**config.mk**
```make
export PLATFORM = sky130hd
export DESIGN_NAME = controlUnit
export DESIGN_NICKNAME = d
export VERILOG_FILES = /design/src/hdl/controlPkg.sv /design/src/hdl/opcodeDecoder.sv /design/src/hdl/stepSequencer.sv /design/src/hdl/microcodeTable.sv /design/src/hdl/controlUnit.sv
export VERILOG_INCLUDE_DIRS = /design/src /design/src/hdl
export SDC_FILE = /design/constraint.sdc
export NUM_CORES = 1
export LEC_CHECK = 0
export BUFFER_PORTS_ARGS = -buffer_cell sky130_fd_sc_hd__buf_2
export CAP_MARGIN = 15
export CORE_UTILIZATION = 53
export CTS_BUF_LIST = sky130_fd_sc_hd__clkbuf_4 sky130_fd_sc_hd__clkbuf_8 sky130_fd_sc_hd__clkbuf_16
export CTS_CLUSTER_DIAMETER = 40
export CTS_CLUSTER_SIZE = 14
export DETAILED_ROUTE_END_ITERATION = 12
export PLACE_DENSITY = 0.8
export SYNTH_ARGS = -nofsm -noshare
export SYNTH_HDL_FRONTEND = slang
export SYNTH_SLANG_ARGS = --single-unit
```
**constraint.sdc**
```tcl
create_clock -name clk -period 1.6 [get_ports clk]
set_clock_uncertainty 0.1 [all_clocks]
set_input_delay 0.16 -clock clk [delete_from_list [all_inputs] [get_ports clk]]
set_output_delay 0.16 -clock clk [all_outputs]
set_load 0.05 [all_outputs]
```
**src/hdl/cpu_config.svh**
```systemverilog
`ifndef CPU_CONFIG_SVH
`define CPU_CONFIG_SVH

// Instruction word coming from IR
`define CU_INS_W 8

// Registers reachable through the write, increment and reset masks
`define CU_REG_COUNT 14

// Bit position of each register inside a mask
`define CU_RO_PC 0
`define CU_RO_IR 1
`define CU_RO_GSP 2
`define CU_RO_RP 3
`define CU_RO_CP 4
`define CU_RO_STP 5
`define CU_RO_CID 6
`define CU_RO_EOPC 7
`define CU_RO_MC 8
`define CU_RO_MV 9
`define CU_RO_WV 10
`define CU_RO_MULR 11
`define CU_RO_ADDR 12
`define CU_RO_AC 13

`endif

```
**src/hdl/controlPkg.sv**
```systemverilog
`include "cpu_config.svh"

package controlPkg;

	// Opcodes as fetched into IR, halt first
	typedef enum logic [`CU_INS_W-1:0] {
		opHalt = 8'd1,
		opRstAll,
		opRstAc,
		opRstAddr,
		opRstGsp,
		opRstMc,
		opRstCp,
		opRstRp,
		opIncGsp,
		opIncAc,
		opIncCp,
		opIncRp,
		opIncMc,
		opIncStp,
		opLdAddr,
		opLdAc,
		opLdMulr,
		opLdRp,
		opLdCp,
		opStStp,
		opAdd,
		opMul1,
		opMul2,
		opDiv,
		opMod,
		opMStp, opMRp, opMCp, opMWv,
		opMEopc, opMAddr, opMCid, opMMv,
		opMCidAc, opMRpAc, opMCpAc, opMStpAc,
		opJmp,
		opJmpZ1,
		opJmpZ2
	} opcodeT;

	// Every microstep; the branch steps stay at the end
	typedef enum logic [5:0] {
		stFetch1, stFetch2,
		stHalt,
		stRstAll, stRstAc, stRstAddr, stRstGsp, stRstMc, stRstCp, stRstRp,
		stIncGsp, stIncAc, stIncCp, stIncRp, stIncMc, stIncStp,
		stLdAddr1, stLdAddr2,
		stLdAc1, stLdAc2,
		stLdMulr1, stLdMulr2,
		stLdRp1, stLdRp2,
		stLdCp1, stLdCp2,
		stStStp,
		stAdd, stMul1, stMul2, stDiv, stMod,
		stMStp, stMRp, stMCp, stMWv, stMEopc, stMAddr, stMCid, stMMv,
		stMCidAc, stMRpAc, stMCpAc, stMStpAc,
		stJmp1, stJmp2, stJmp3, stJmp4,
		stJmpZ1, stJmpZ2,
		stJmpZ1Y1, stJmpZ1Y2, stJmpZ1Y3,
		stJmpZ1N1, stJmpZ1N2,
		stJmpZ2Y1, stJmpZ2Y2, stJmpZ2Y3,
		stJmpZ2N1, stJmpZ2N2
	} stepT;

	typedef enum logic [2:0] {
		aluNone, aluAdd, aluMul, aluDiv, aluMod
	} aluOpT;

	// Source driving the internal bus
	typedef enum logic [3:0] {
		busMemout, busAc, busAddr, busMulr, busMv,
		busWv, busCid, busRp, busCp, busStp
	} busSelT;

	// Memory address pointer
	typedef enum logic [1:0] {
		ptrGsp, ptrRp, ptrCp, ptrStp
	} ptrSelT;

	typedef enum logic [1:0] {
		memIdle, memRead, memWrite
	} memCtrlT;

	typedef logic [`CU_REG_COUNT-1:0] regMaskT;

	typedef struct packed {
		aluOpT aluOp;
		busSelT busSel;
		ptrSelT ptrSel;
		memCtrlT memCtrl;
		regMaskT wrtEn;
		regMaskT incEn;
		regMaskT rstEn;
	} ctrlWordT;

	// Nothing driven, bus parked on AC
	localparam ctrlWordT ctrlIdle = '{
		aluOp: aluNone,
		busSel: busAc,
		ptrSel: ptrGsp,
		memCtrl: memIdle,
		wrtEn: '0,
		incEn: '0,
		rstEn: '0
	};

	// Mask with a single register selected
	function automatic regMaskT regBit(input int unsigned idx);
		return regMaskT'(1) << idx;
	endfunction

endpackage

```
**src/hdl/opcodeDecoder.sv**
```systemverilog
`timescale 1ns/1ps

module opcodeDecoder (
	input controlPkg::opcodeT ins,
	output controlPkg::stepT entryStep
);
	import controlPkg::*;

	always_comb begin
		case (ins)
			opHalt: entryStep = stHalt;
			opRstAll: entryStep = stRstAll;
			opRstAc: entryStep = stRstAc;
			opRstAddr: entryStep = stRstAddr;
			opRstGsp: entryStep = stRstGsp;
			opRstMc: entryStep = stRstMc;
			opRstCp: entryStep = stRstCp;
			opRstRp: entryStep = stRstRp;
			opIncGsp: entryStep = stIncGsp;
			opIncAc: entryStep = stIncAc;
			opIncCp: entryStep = stIncCp;
			opIncRp: entryStep = stIncRp;
			opIncMc: entryStep = stIncMc;
			opIncStp: entryStep = stIncStp;
			// Loads enter on their memory read step
			opLdAddr: entryStep = stLdAddr1;
			opLdAc: entryStep = stLdAc1;
			opLdMulr: entryStep = stLdMulr1;
			opLdRp: entryStep = stLdRp1;
			opLdCp: entryStep = stLdCp1;
			opStStp: entryStep = stStStp;
			opAdd: entryStep = stAdd;
			opMul1: entryStep = stMul1;
			opMul2: entryStep = stMul2;
			opDiv: entryStep = stDiv;
			opMod: entryStep = stMod;
			opMStp: entryStep = stMStp;
			opMRp: entryStep = stMRp;
			opMCp: entryStep = stMCp;
			opMWv: entryStep = stMWv;
			opMEopc: entryStep = stMEopc;
			opMAddr: entryStep = stMAddr;
			opMCid: entryStep = stMCid;
			opMMv: entryStep = stMMv;
			opMCidAc: entryStep = stMCidAc;
			opMRpAc: entryStep = stMRpAc;
			opMCpAc: entryStep = stMCpAc;
			opMStpAc: entryStep = stMStpAc;
			opJmp: entryStep = stJmp1;
			// Conditional jumps start on the flag test
			opJmpZ1: entryStep = stJmpZ1;
			opJmpZ2: entryStep = stJmpZ2;
			// Unknown code goes straight back to fetch
			default: entryStep = stFetch1;
		endcase
	end

endmodule

```
**src/hdl/stepSequencer.sv**
```systemverilog
`timescale 1ns/1ps

module stepSequencer (
	input logic clk,
	input logic rst,
	input controlPkg::stepT entryStep,
	input logic z1,
	input logic z2,
	output controlPkg::stepT step
);
	import controlPkg::*;

	stepT nextStep;

	always_comb begin
		case (step)
			stFetch1: nextStep = stFetch2;
			stFetch2: nextStep = entryStep;
			// Stuck here until reset
			stHalt: nextStep = stHalt;

			stLdAddr1: nextStep = stLdAddr2;
			stLdAc1: nextStep = stLdAc2;
			stLdMulr1: nextStep = stLdMulr2;
			stLdRp1: nextStep = stLdRp2;
			stLdCp1: nextStep = stLdCp2;

			stJmp1: nextStep = stJmp2;
			stJmp2: nextStep = stJmp3;
			stJmp3: nextStep = stJmp4;

			// Flag sampled in the test cycle itself
			stJmpZ1: nextStep = z1 ? stJmpZ1Y1 : stJmpZ1N1;
			stJmpZ1Y1: nextStep = stJmpZ1Y2;
			stJmpZ1Y2: nextStep = stJmpZ1Y3;
			stJmpZ1N1: nextStep = stJmpZ1N2;

			// Z2 branch is taken on a low flag
			stJmpZ2: nextStep = z2 ? stJmpZ2N1 : stJmpZ2Y1;
			stJmpZ2Y1: nextStep = stJmpZ2Y2;
			stJmpZ2Y2: nextStep = stJmpZ2Y3;
			stJmpZ2N1: nextStep = stJmpZ2N2;

			// Last step of every sequence
			default: nextStep = stFetch1;
		endcase
	end

	always_ff @(posedge clk) begin
		if (rst) begin
			step <= stFetch1;
		end else begin
			step <= nextStep;
		end
	end

	// Step register stays inside the encoded range once out of reset
	stepInRange: assert property (
		@(posedge clk) disable iff (rst)
		!$isunknown(step) && (step <= stJmpZ2N2)
	) else $error("step register left the microstep range");

endmodule

```
**src/hdl/microcodeTable.sv**
```systemverilog
`timescale 1ns/1ps
`include "cpu_config.svh"

module microcodeTable (
	input logic clk,
	input logic rst,
	input controlPkg::stepT step,
	output controlPkg::ctrlWordT ctrl
);
	import controlPkg::*;

	ctrlWordT nextCtrl;

	always_comb begin
		nextCtrl = ctrlIdle;
		case (step)
			stFetch2: begin
				nextCtrl.incEn = regBit(`CU_RO_PC);
				nextCtrl.wrtEn = regBit(`CU_RO_IR);
			end

			// Everything except PC and IR
			stRstAll: nextCtrl.rstEn = ~(regBit(`CU_RO_PC) | regBit(`CU_RO_IR));
			stRstAc: nextCtrl.rstEn = regBit(`CU_RO_AC);
			stRstAddr: nextCtrl.rstEn = regBit(`CU_RO_ADDR);
			stRstGsp: nextCtrl.rstEn = regBit(`CU_RO_GSP);
			stRstMc: nextCtrl.rstEn = regBit(`CU_RO_MC);
			stRstCp: nextCtrl.rstEn = regBit(`CU_RO_CP);
			stRstRp: nextCtrl.rstEn = regBit(`CU_RO_RP);

			stIncGsp: nextCtrl.incEn = regBit(`CU_RO_GSP);
			stIncAc: nextCtrl.incEn = regBit(`CU_RO_AC);
			stIncCp: nextCtrl.incEn = regBit(`CU_RO_CP);
			stIncRp: nextCtrl.incEn = regBit(`CU_RO_RP);
			stIncMc: nextCtrl.incEn = regBit(`CU_RO_MC);
			stIncStp: nextCtrl.incEn = regBit(`CU_RO_STP);

			// Read through GSP
			stLdAddr1, stLdAc1, stLdMulr1: nextCtrl.memCtrl = memRead;
			stLdRp1: begin
				nextCtrl.ptrSel = ptrRp;
				nextCtrl.memCtrl = memRead;
			end
			stLdCp1: begin
				nextCtrl.ptrSel = ptrCp;
				nextCtrl.memCtrl = memRead;
			end

			// Memory data onto the bus
			stLdAddr2: begin
				nextCtrl.busSel = busMemout;
				nextCtrl.wrtEn = regBit(`CU_RO_ADDR);
			end
			stLdAc2, stLdCp2: begin
				nextCtrl.busSel = busMemout;
				nextCtrl.wrtEn = regBit(`CU_RO_AC);
			end
			stLdMulr2, stLdRp2: begin
				nextCtrl.busSel = busMemout;
				nextCtrl.wrtEn = regBit(`CU_RO_MULR);
			end

			stStStp: begin
				nextCtrl.ptrSel = ptrStp;
				nextCtrl.memCtrl = memWrite;
			end

			stAdd: begin
				nextCtrl.aluOp = aluAdd;
				nextCtrl.busSel = busAddr;
			end
			stMul1: begin
				nextCtrl.aluOp = aluMul;
				nextCtrl.busSel = busMulr;
			end
			stMul2: begin
				nextCtrl.aluOp = aluMul;
				nextCtrl.busSel = busMv;
			end
			stDiv: begin
				nextCtrl.aluOp = aluDiv;
				nextCtrl.busSel = busWv;
			end
			stMod: begin
				nextCtrl.aluOp = aluMod;
				nextCtrl.busSel = busWv;
			end

			// AC already sits on the bus
			stMStp: nextCtrl.wrtEn = regBit(`CU_RO_STP);
			stMRp: nextCtrl.wrtEn = regBit(`CU_RO_RP);
			stMCp: nextCtrl.wrtEn = regBit(`CU_RO_CP);
			stMWv: nextCtrl.wrtEn = regBit(`CU_RO_WV);
			stMEopc: nextCtrl.wrtEn = regBit(`CU_RO_EOPC);
			stMAddr: nextCtrl.wrtEn = regBit(`CU_RO_ADDR);
			stMCid: nextCtrl.wrtEn = regBit(`CU_RO_CID);
			stMMv: nextCtrl.wrtEn = regBit(`CU_RO_MV);

			stMCidAc: begin
				nextCtrl.busSel = busCid;
				nextCtrl.wrtEn = regBit(`CU_RO_AC);
			end
			stMRpAc: begin
				nextCtrl.busSel = busRp;
				nextCtrl.wrtEn = regBit(`CU_RO_AC);
			end
			stMCpAc: begin
				nextCtrl.busSel = busCp;
				nextCtrl.wrtEn = regBit(`CU_RO_AC);
			end
			stMStpAc: begin
				nextCtrl.busSel = busStp;
				nextCtrl.wrtEn = regBit(`CU_RO_AC);
			end

			stJmp3, stJmpZ1Y2, stJmpZ2Y2: nextCtrl.wrtEn = regBit(`CU_RO_PC);
			stJmpZ1Y1, stJmpZ2Y1: nextCtrl.wrtEn = regBit(`CU_RO_IR);
			// Skip the target word
			stJmpZ1N1, stJmpZ2N1: begin
				nextCtrl.incEn = regBit(`CU_RO_PC);
				nextCtrl.wrtEn = regBit(`CU_RO_IR);
			end

			// fetch1, halt, flag tests and padding steps
			default: nextCtrl = ctrlIdle;
		endcase
	end

	always_ff @(posedge clk) begin
		if (rst) begin
			ctrl <= ctrlIdle;
		end else begin
			ctrl <= nextCtrl;
		end
	end

	// Only one counter moves per cycle
	singleInc: assert property (
		@(posedge clk) disable iff (rst) $onehot0(ctrl.incEn)
	) else $error("more than one increment enable active");

	noWrtRstClash: assert property (
		@(posedge clk) disable iff (rst) (ctrl.wrtEn & ctrl.rstEn) == '0
	) else $error("register written and reset in the same cycle");

	// Stores only go through the stack pointer
	writeViaStp: assert property (
		@(posedge clk) disable iff (rst) (ctrl.memCtrl == memWrite) |-> (ctrl.ptrSel == ptrStp)
	) else $error("memory write with a pointer other than STP");

endmodule

```
**src/hdl/controlUnit.sv**
```systemverilog
`timescale 1ns/1ps

module controlUnit (
	input logic clk,
	input logic rst,
	input controlPkg::opcodeT ins,
	input logic z1,
	input logic z2,
	output controlPkg::ctrlWordT ctrl
);
	import controlPkg::*;

	stepT entryStep;
	stepT step;

	opcodeDecoder decoder_i (
		.ins(ins),
		.entryStep(entryStep)
	);

	// Step register and branch choice
	stepSequencer sequencer_i (
		.clk(clk),
		.rst(rst),
		.entryStep(entryStep),
		.z1(z1),
		.z2(z2),
		.step(step)
	);

	// Control word lags the step by one clock
	microcodeTable ucodeTable_i (
		.clk(clk),
		.rst(rst),
		.step(step),
		.ctrl(ctrl)
	);

endmodule

```
==> flow_summary.yaml, run 1 <==
run_status:
  status: "finished clean"
clock_tree:
  cts_buffer_depth: 2
  clock_latency_ns: 0.29
  cts.sink_count: 43
  htree_levels: 2
  cts_resized: 0
  cts_hold_buf: 0
  cts_tree: "built"
  numCtsBuffers: 5
  root_buffer: "clkbuf_8"
  clkSlewWorstSetupHoldPaths_ns: 0.08
  cts_setup_buffers: 0
global_routing:
  grt_max_degree: 18
  grt_usage: 0.2446
  antenna_found_initial: 0
  grt_pass1_vias: 2071
  grt_pass1_wl_um: 9646
  grt_overflow: 0
worst_hold_path:
  hold_class: "in2reg"
floorplanning:
  rows: 24
  die_area_um2: 4903
  core-area_um2: 4414
  pin_count: 65
  initial_utilization: 0.5556
  die_w_um: 70.02
  die_y_um: 70.02
finish:
  drive_gt1_frac: 0.3448
  nets: 396
  fin_cells: 429
  layout_common_cells: "buf_2, buf_4, dfxtp_1"
  final_common_cell: "buf_2"
  insertedDiodeCount: 0
  areaGrowthSynthToFinish_pct: 24.03
sta:
  tns_ns: 0
  min_period_ns: 1.559
  slew_violations: 0
  fin_crit_sh: 0.9744
  hold_viol: 0
  fmax_ghz: 0.6414
  hold_ws_ns: 0.1005
  rsz0062_at_grt: "true"
  setup_violations: 0
routing:
  wl_um: 5856
  drc_errors: 0
  drt-initial-drc-count: 193
  dr.pass1.iters: 4
  ant_nets: 0
  wl_per_cell_um: 13.65
  vias: 2413
  viasPerCell: 5.625
synthesis:
  synthFlopType: "dfxtp_1"
  syn_avg_cell_area_um2: 8.120
  yosys_warnings: 0
  syn_inst: 302
  ys_seq_area_frac: 0.3510
  synth-async-reset-ratio: 0
  syn_area_um2: 2452
  synth_edf_count: 0
  ys_seq_elements: 43
  ys_types: 58
critical_path:
  critical_path_class: "reg2reg"
  cp_data_required_time_ns: 1.72
  worstSetupStartpointType: "flip-flop"
  path_max_fanout: 7
  end_kind: "flip-flop"
  crit_arrival_ns: 1.68
place:
  hpwl_um: 4437
  dp.cells: 421
  globalplace.congestion: 0.9715
  portBuffers: 53
pwr:
  peakVddDrop_mv: 0.4246
  p_leak_nw: 1.344
  p_per_area_nw_per_um2: 779.8
  p_total_mw: 2.372
job:
  drv_cap: 0
[critical path: stages, from the launching register on]
cell and delay (ns):
dfxtp_1 0.42, buf_4 0.16, inv_2 0.07, o21ai_0 0.22, a21oi_1 0.10, o31a_1 0.25
a31oi_1 0.16
[metal layers]
layer,track usage,vias to the layer above,wire (um),part of all wire
li1,-,1181,-,-
met2,0.4049,114,2820,0.48
met3,0.04040,8,420,0.072
met5,0,-,0,0
met4,0.08444,0,100,0.017
met1,0.3219,1110,2514,0.43
[cell type report]
type,instances,area [um^2]
timing repair buffer,98,615.6
inverter,6,22.52
clock inverter,3,43.79
tap,52,65.06
multi-input combinational,222,1355
sequential,43,870.8
clock buffer,5,68.82
fill,369,1373
[flip-flops by register name, indices dropped and copies added (netlist names)]
name               flops
sequencer_i.step       6
ucodeTable_i.ctrl     37
[report_power, final]
part | total [mW] | switching [mW] | internal (mW)
clock network | 0.825 | 0.361 | 0.464
logic | 0.452 | 0.281 | 0.170
registers | 1.10 | 0.0129 | 1.08
[path summary, 6_finish.rpt]
path | slack (ns) | from | cells past startpoint | end
setup / recovery | 0.04 | sequencer_i.step[1] | 6 | sequencer_i.step[0]
setup reg to reg | 0.04 | sequencer_i.step[1] | 6 | sequencer_i.step[0]
hold / removal | 0.10 | rst | 2 | ucodeTable_i.ctrl[29]
hold reg to reg | 0.50 | sequencer_i.step[4] | 2 | ucodeTable_i.ctrl[49]
[through the flow]
step	area [um^2]	utilization	setup slack [ns]
final	3042	0.6891	0.04096
after global routing	3042	0.6891	-0.01575
after CTS	3005	0.6808	0.01339
after detailed placement	2893	0.6553	0.009124
after global placement	2893	0.6553	0.03444
after floorplan	2490	-	0.1280
[cell usage after synthesis (2+ instances only)]
cell type | n | area (um^2)
o21a_1 | 2 | 15.01
nand2_1 | 27 | 101.4
and2_1 | 2 | 12.51
nand3_1 | 6 | 30.03
inv_1 | 3 | 11.26
o211ai_1 | 3 | 22.52
buf_4 | 23 | 172.7
inv_2 | 3 | 11.26
nor3b_1 | 2 | 15.01
a21oi_2 | 3 | 26.28
a31oi_1 | 5 | 31.28
o32ai_1 | 2 | 17.52
o22ai_1 | 3 | 18.77
o211ai_2 | 2 | 25.02
buf_6 | 3 | 33.78
xnor2_1 | 2 | 17.52
a21oi_1 | 13 | 65.06
nand2b_1 | 12 | 75.07
nand4_1 | 2 | 12.51
dfxtp_1 | 43 | 860.8
nor3_1 | 18 | 90.09
o21ai_0 | 11 | 55.05
nor4_1 | 3 | 18.77
o21ai_1 | 8 | 40.04
nor2_1 | 31 | 116.4
buf_2 | 11 | 55.05
or3_1 | 5 | 31.28
o22a_1 | 2 | 17.52
a32oi_1 | 2 | 17.52
nor2b_1 | 9 | 56.30
clkbuf_1 | 3 | 11.26
and3b_1 | 2 | 17.52
ha_1 | 8 | 100.1
a211oi_1 | 3 | 22.52
mux2_1 | 2 | 22.52
[kinds of logic (layout without fill, tap and decap cells)]
family,after synthesis,after routing,share of synthesized area
flops,43,43,0.3510
other cells,1,11,0.001529
simple gates,124,124,0.2505
xor+xnor,3,3,0.01072
mux,2,2,0.009183
buf+inv,47,112,0.1224
fa+ha+maj,8,8,0.04082
compound gates,74,74,0.2138
Note: power is estimated with default switching activity, not from simulation.
==> run 2: changes to the inputs <==
--- a/config.mk
+++ b/config.mk
@@ -13,6 +13,7 @@
 export CTS_CLUSTER_DIAMETER = 40
 export CTS_CLUSTER_SIZE = 14
 export DETAILED_ROUTE_END_ITERATION = 12
+export MAX_ROUTING_LAYER = met4
 export PLACE_DENSITY = 0.8
 export SYNTH_ARGS = -nofsm -noshare
 export SYNTH_HDL_FRONTEND = slang
==> run 2 against run 1 <==
  * Global-route usage grew 0.92 points
  * Sequential cell count is the same
  * Combinational power is essentially flat
  * Power grew 7.2%
  * Clock power grew 20%
  * Cell area grew 1.6%
  * Utilization grew 1.1 points
  * Wire length grew 4.3%
  * Cell count grew 0.47%
  * First-iteration DRC count shrank 1.6%
  * Critical path depth is the same
  * Critical path type unchanged
  * Critical endpoint unchanged
==> flow_summary.yaml, run 2 (same netlist as run 1, synthesis figures left out) <==
run_status:
  status: "finished clean"
floorplanning:
  pin_count: 65
  rows: 24
  core-area_um2: 4414
  die_area_um2: 4903
  initial_utilization: 0.5556
  die_w_um: 70.02
  die_y_um: 70.02
worst_hold_path:
  worstHoldStart: "rst"
  min_to: "ucodeTable_i.ctrl[29]"
  hold_class: "in2reg"
  min_path_cells: 2
critical_path:
  crit_arrival_ns: 1.65
  worstSetupStartpointType: "flip-flop"
  path_max_fanout: 5
  worst_r2r_endpoint: "sequencer_i.step[0]"
  rr_worst_depth: 6
  end_kind: "flip-flop"
  critical_path_class: "reg2reg"
  cp_data_required_time_ns: 1.71
  r2r_slack_ns: 0.06
  r2r_start: "sequencer_i.step[4]"
global_routing:
  grt_usage: 0.2538
  grt_pass1_wl_um: 9770
  antenna_found_initial: 0
  grt_max_degree: 25
  grt_overflow: 0
  grt_pass1_vias: 2088
routing:
  wl_um: 6109
  dr.pass1.iters: 5
  drt-initial-drc-count: 190
  drc_errors: 0
  vias: 2410
  viasPerCell: 5.592
  wl_per_cell_um: 14.17
  ant_nets: 0
finish:
  largest_register_ffs: 37
  nets: 398
  top_register: "ucodeTable_i.ctrl"
  final_common_cell: "buf_2"
  insertedDiodeCount: 0
  design_area_um2: 3090
  fill_cells: 377
  areaGrowthSynthToFinish_pct: 26.02
  layout_common_cells: "buf_2, buf_4, dfxtp_1"
  top_regs: "ucodeTable_i.ctrl (37), sequencer_i.step (6)"
  drive_gt1_frac: 0.3562
clock_tree:
  cts_tree: "built"
  root_buffer: "clkbuf_8"
  cts.sink_count: 43
  clock_latency_ns: 0.29
  htree_levels: 2
  numCtsBuffers: 5
  cts_buffer_depth: 2
  clkSlewWorstSetupHoldPaths_ns: 0.08
pwr:
  power.switching_mw: 0.6482
  p_leak_nw: 1.370
  p_comb_frac: 0.179
  p_sw_frac: 0.2549
  p_per_area_nw_per_um2: 822.9
  p_seq_frac: 0.431
  p_int_mw: 1.895
  peakVddDrop_mv: 0.5652
  power_frac_clock: 0.391
  p_total_mw: 2.543
place:
  hpwl_um: 4519
  portBuffers: 53
  globalplace.congestion: 0.9578
  placed_area_um2: 2913
job:
  drv_cap: 0
sta:
  hold_viol: 0
  fmax_ghz: 0.6478
  hold_ws_ns: 0.09647
  setup_violations: 0
  slew_violations: 0
  fin_crit_sh: 0.9649
  rsz0062_at_grt: "true"
  min_period_ns: 1.544
run 2: power by group through the flow:
stage / Sequential (mW) / Clock, mW / Combinational (mW)
5_1_grt: 1.10 / 1.04 / 0.488
4_1_cts: 1.09 / 1.00 / 0.442
2_1_floorplan: 1.14 / 0 / 0.299
6_report: 1.09 / 0.994 / 0.454
3_3_place_gp: 1.12 / 0 / 0.437
3_5_place_dp: 1.12 / 0 / 0.439
run 2: stage by stage:
step | worst slack, ns | setup TNS, ns | std cells | util
6_report | 0.05622 | 0 | 431 | 0.7001
3_3_place_gp | 0.01930 | 0 | 422 | 0.6599
5_1_grt | -0.01920 | -0.03861 | 431 | 0.7001
4_1_cts | 0.01443 | 0 | 430 | 0.6908
3_5_place_dp | 0.002587 | 0 | 422 | 0.6599
2_1_floorplan | 0.1280 | 0 | 312 | -
run 2: layer usage:
metal  vias to the layer above  wire length (um)  track usage
met3                         9               335      0.04040
met4                         0                76      0.07111
li1                       1180                 -            -
met1                      1120              2748       0.3394
met5                         -                 0            -
met2                       101              2949       0.3985
run 2: area by class of cell:
type	instances	area (um^2)	share of cell area
Clock buffer	6	76.32	0.02470
Clock inverter	2	60.06	0.01943
Inverter	6	22.52	0.007287
Multi-Input combinational cell	222	1355	0.4385
Sequential cell	43	868.3	0.2810
Tap cell	52	65.06	0.02105
Timing Repair Buffer	100	643.1	0.2081
run 2: worst max-delay path by stage:
stage	slack, ns	depth (start not counted)	to	startpoint
2_1_floorplan	0.13	7	sequencer_i.step[2]	ins[1]
3_3_place_gp	0.02	8	sequencer_i.step[2]	ins[0]
3_5_place_dp	0.003	8	sequencer_i.step[0]	ins[1]
4_1_cts	0.01	6	sequencer_i.step[0]	sequencer_i.step[0]
5_1_grt	-0.02	6	sequencer_i.step[0]	sequencer_i.step[4]
6_report	0.06	6	sequencer_i.step[0]	sequencer_i.step[4]
run 2: repair_timing:
item,in CTS,in global routing
gates resized for setup,0,12
endpoints found under the setup margin,0,10
buffers inserted,0,1
hold buffers,0,0
run 2: worst max-delay path, stage by stage, from the launching register on:
cell and delay (ns):
dfxtp_2 0.34, buf_4 0.16, nor4_2 0.25, and3_4 0.24, o31a_4 0.16, o211ai_2 0.08
a31oi_1 0.14
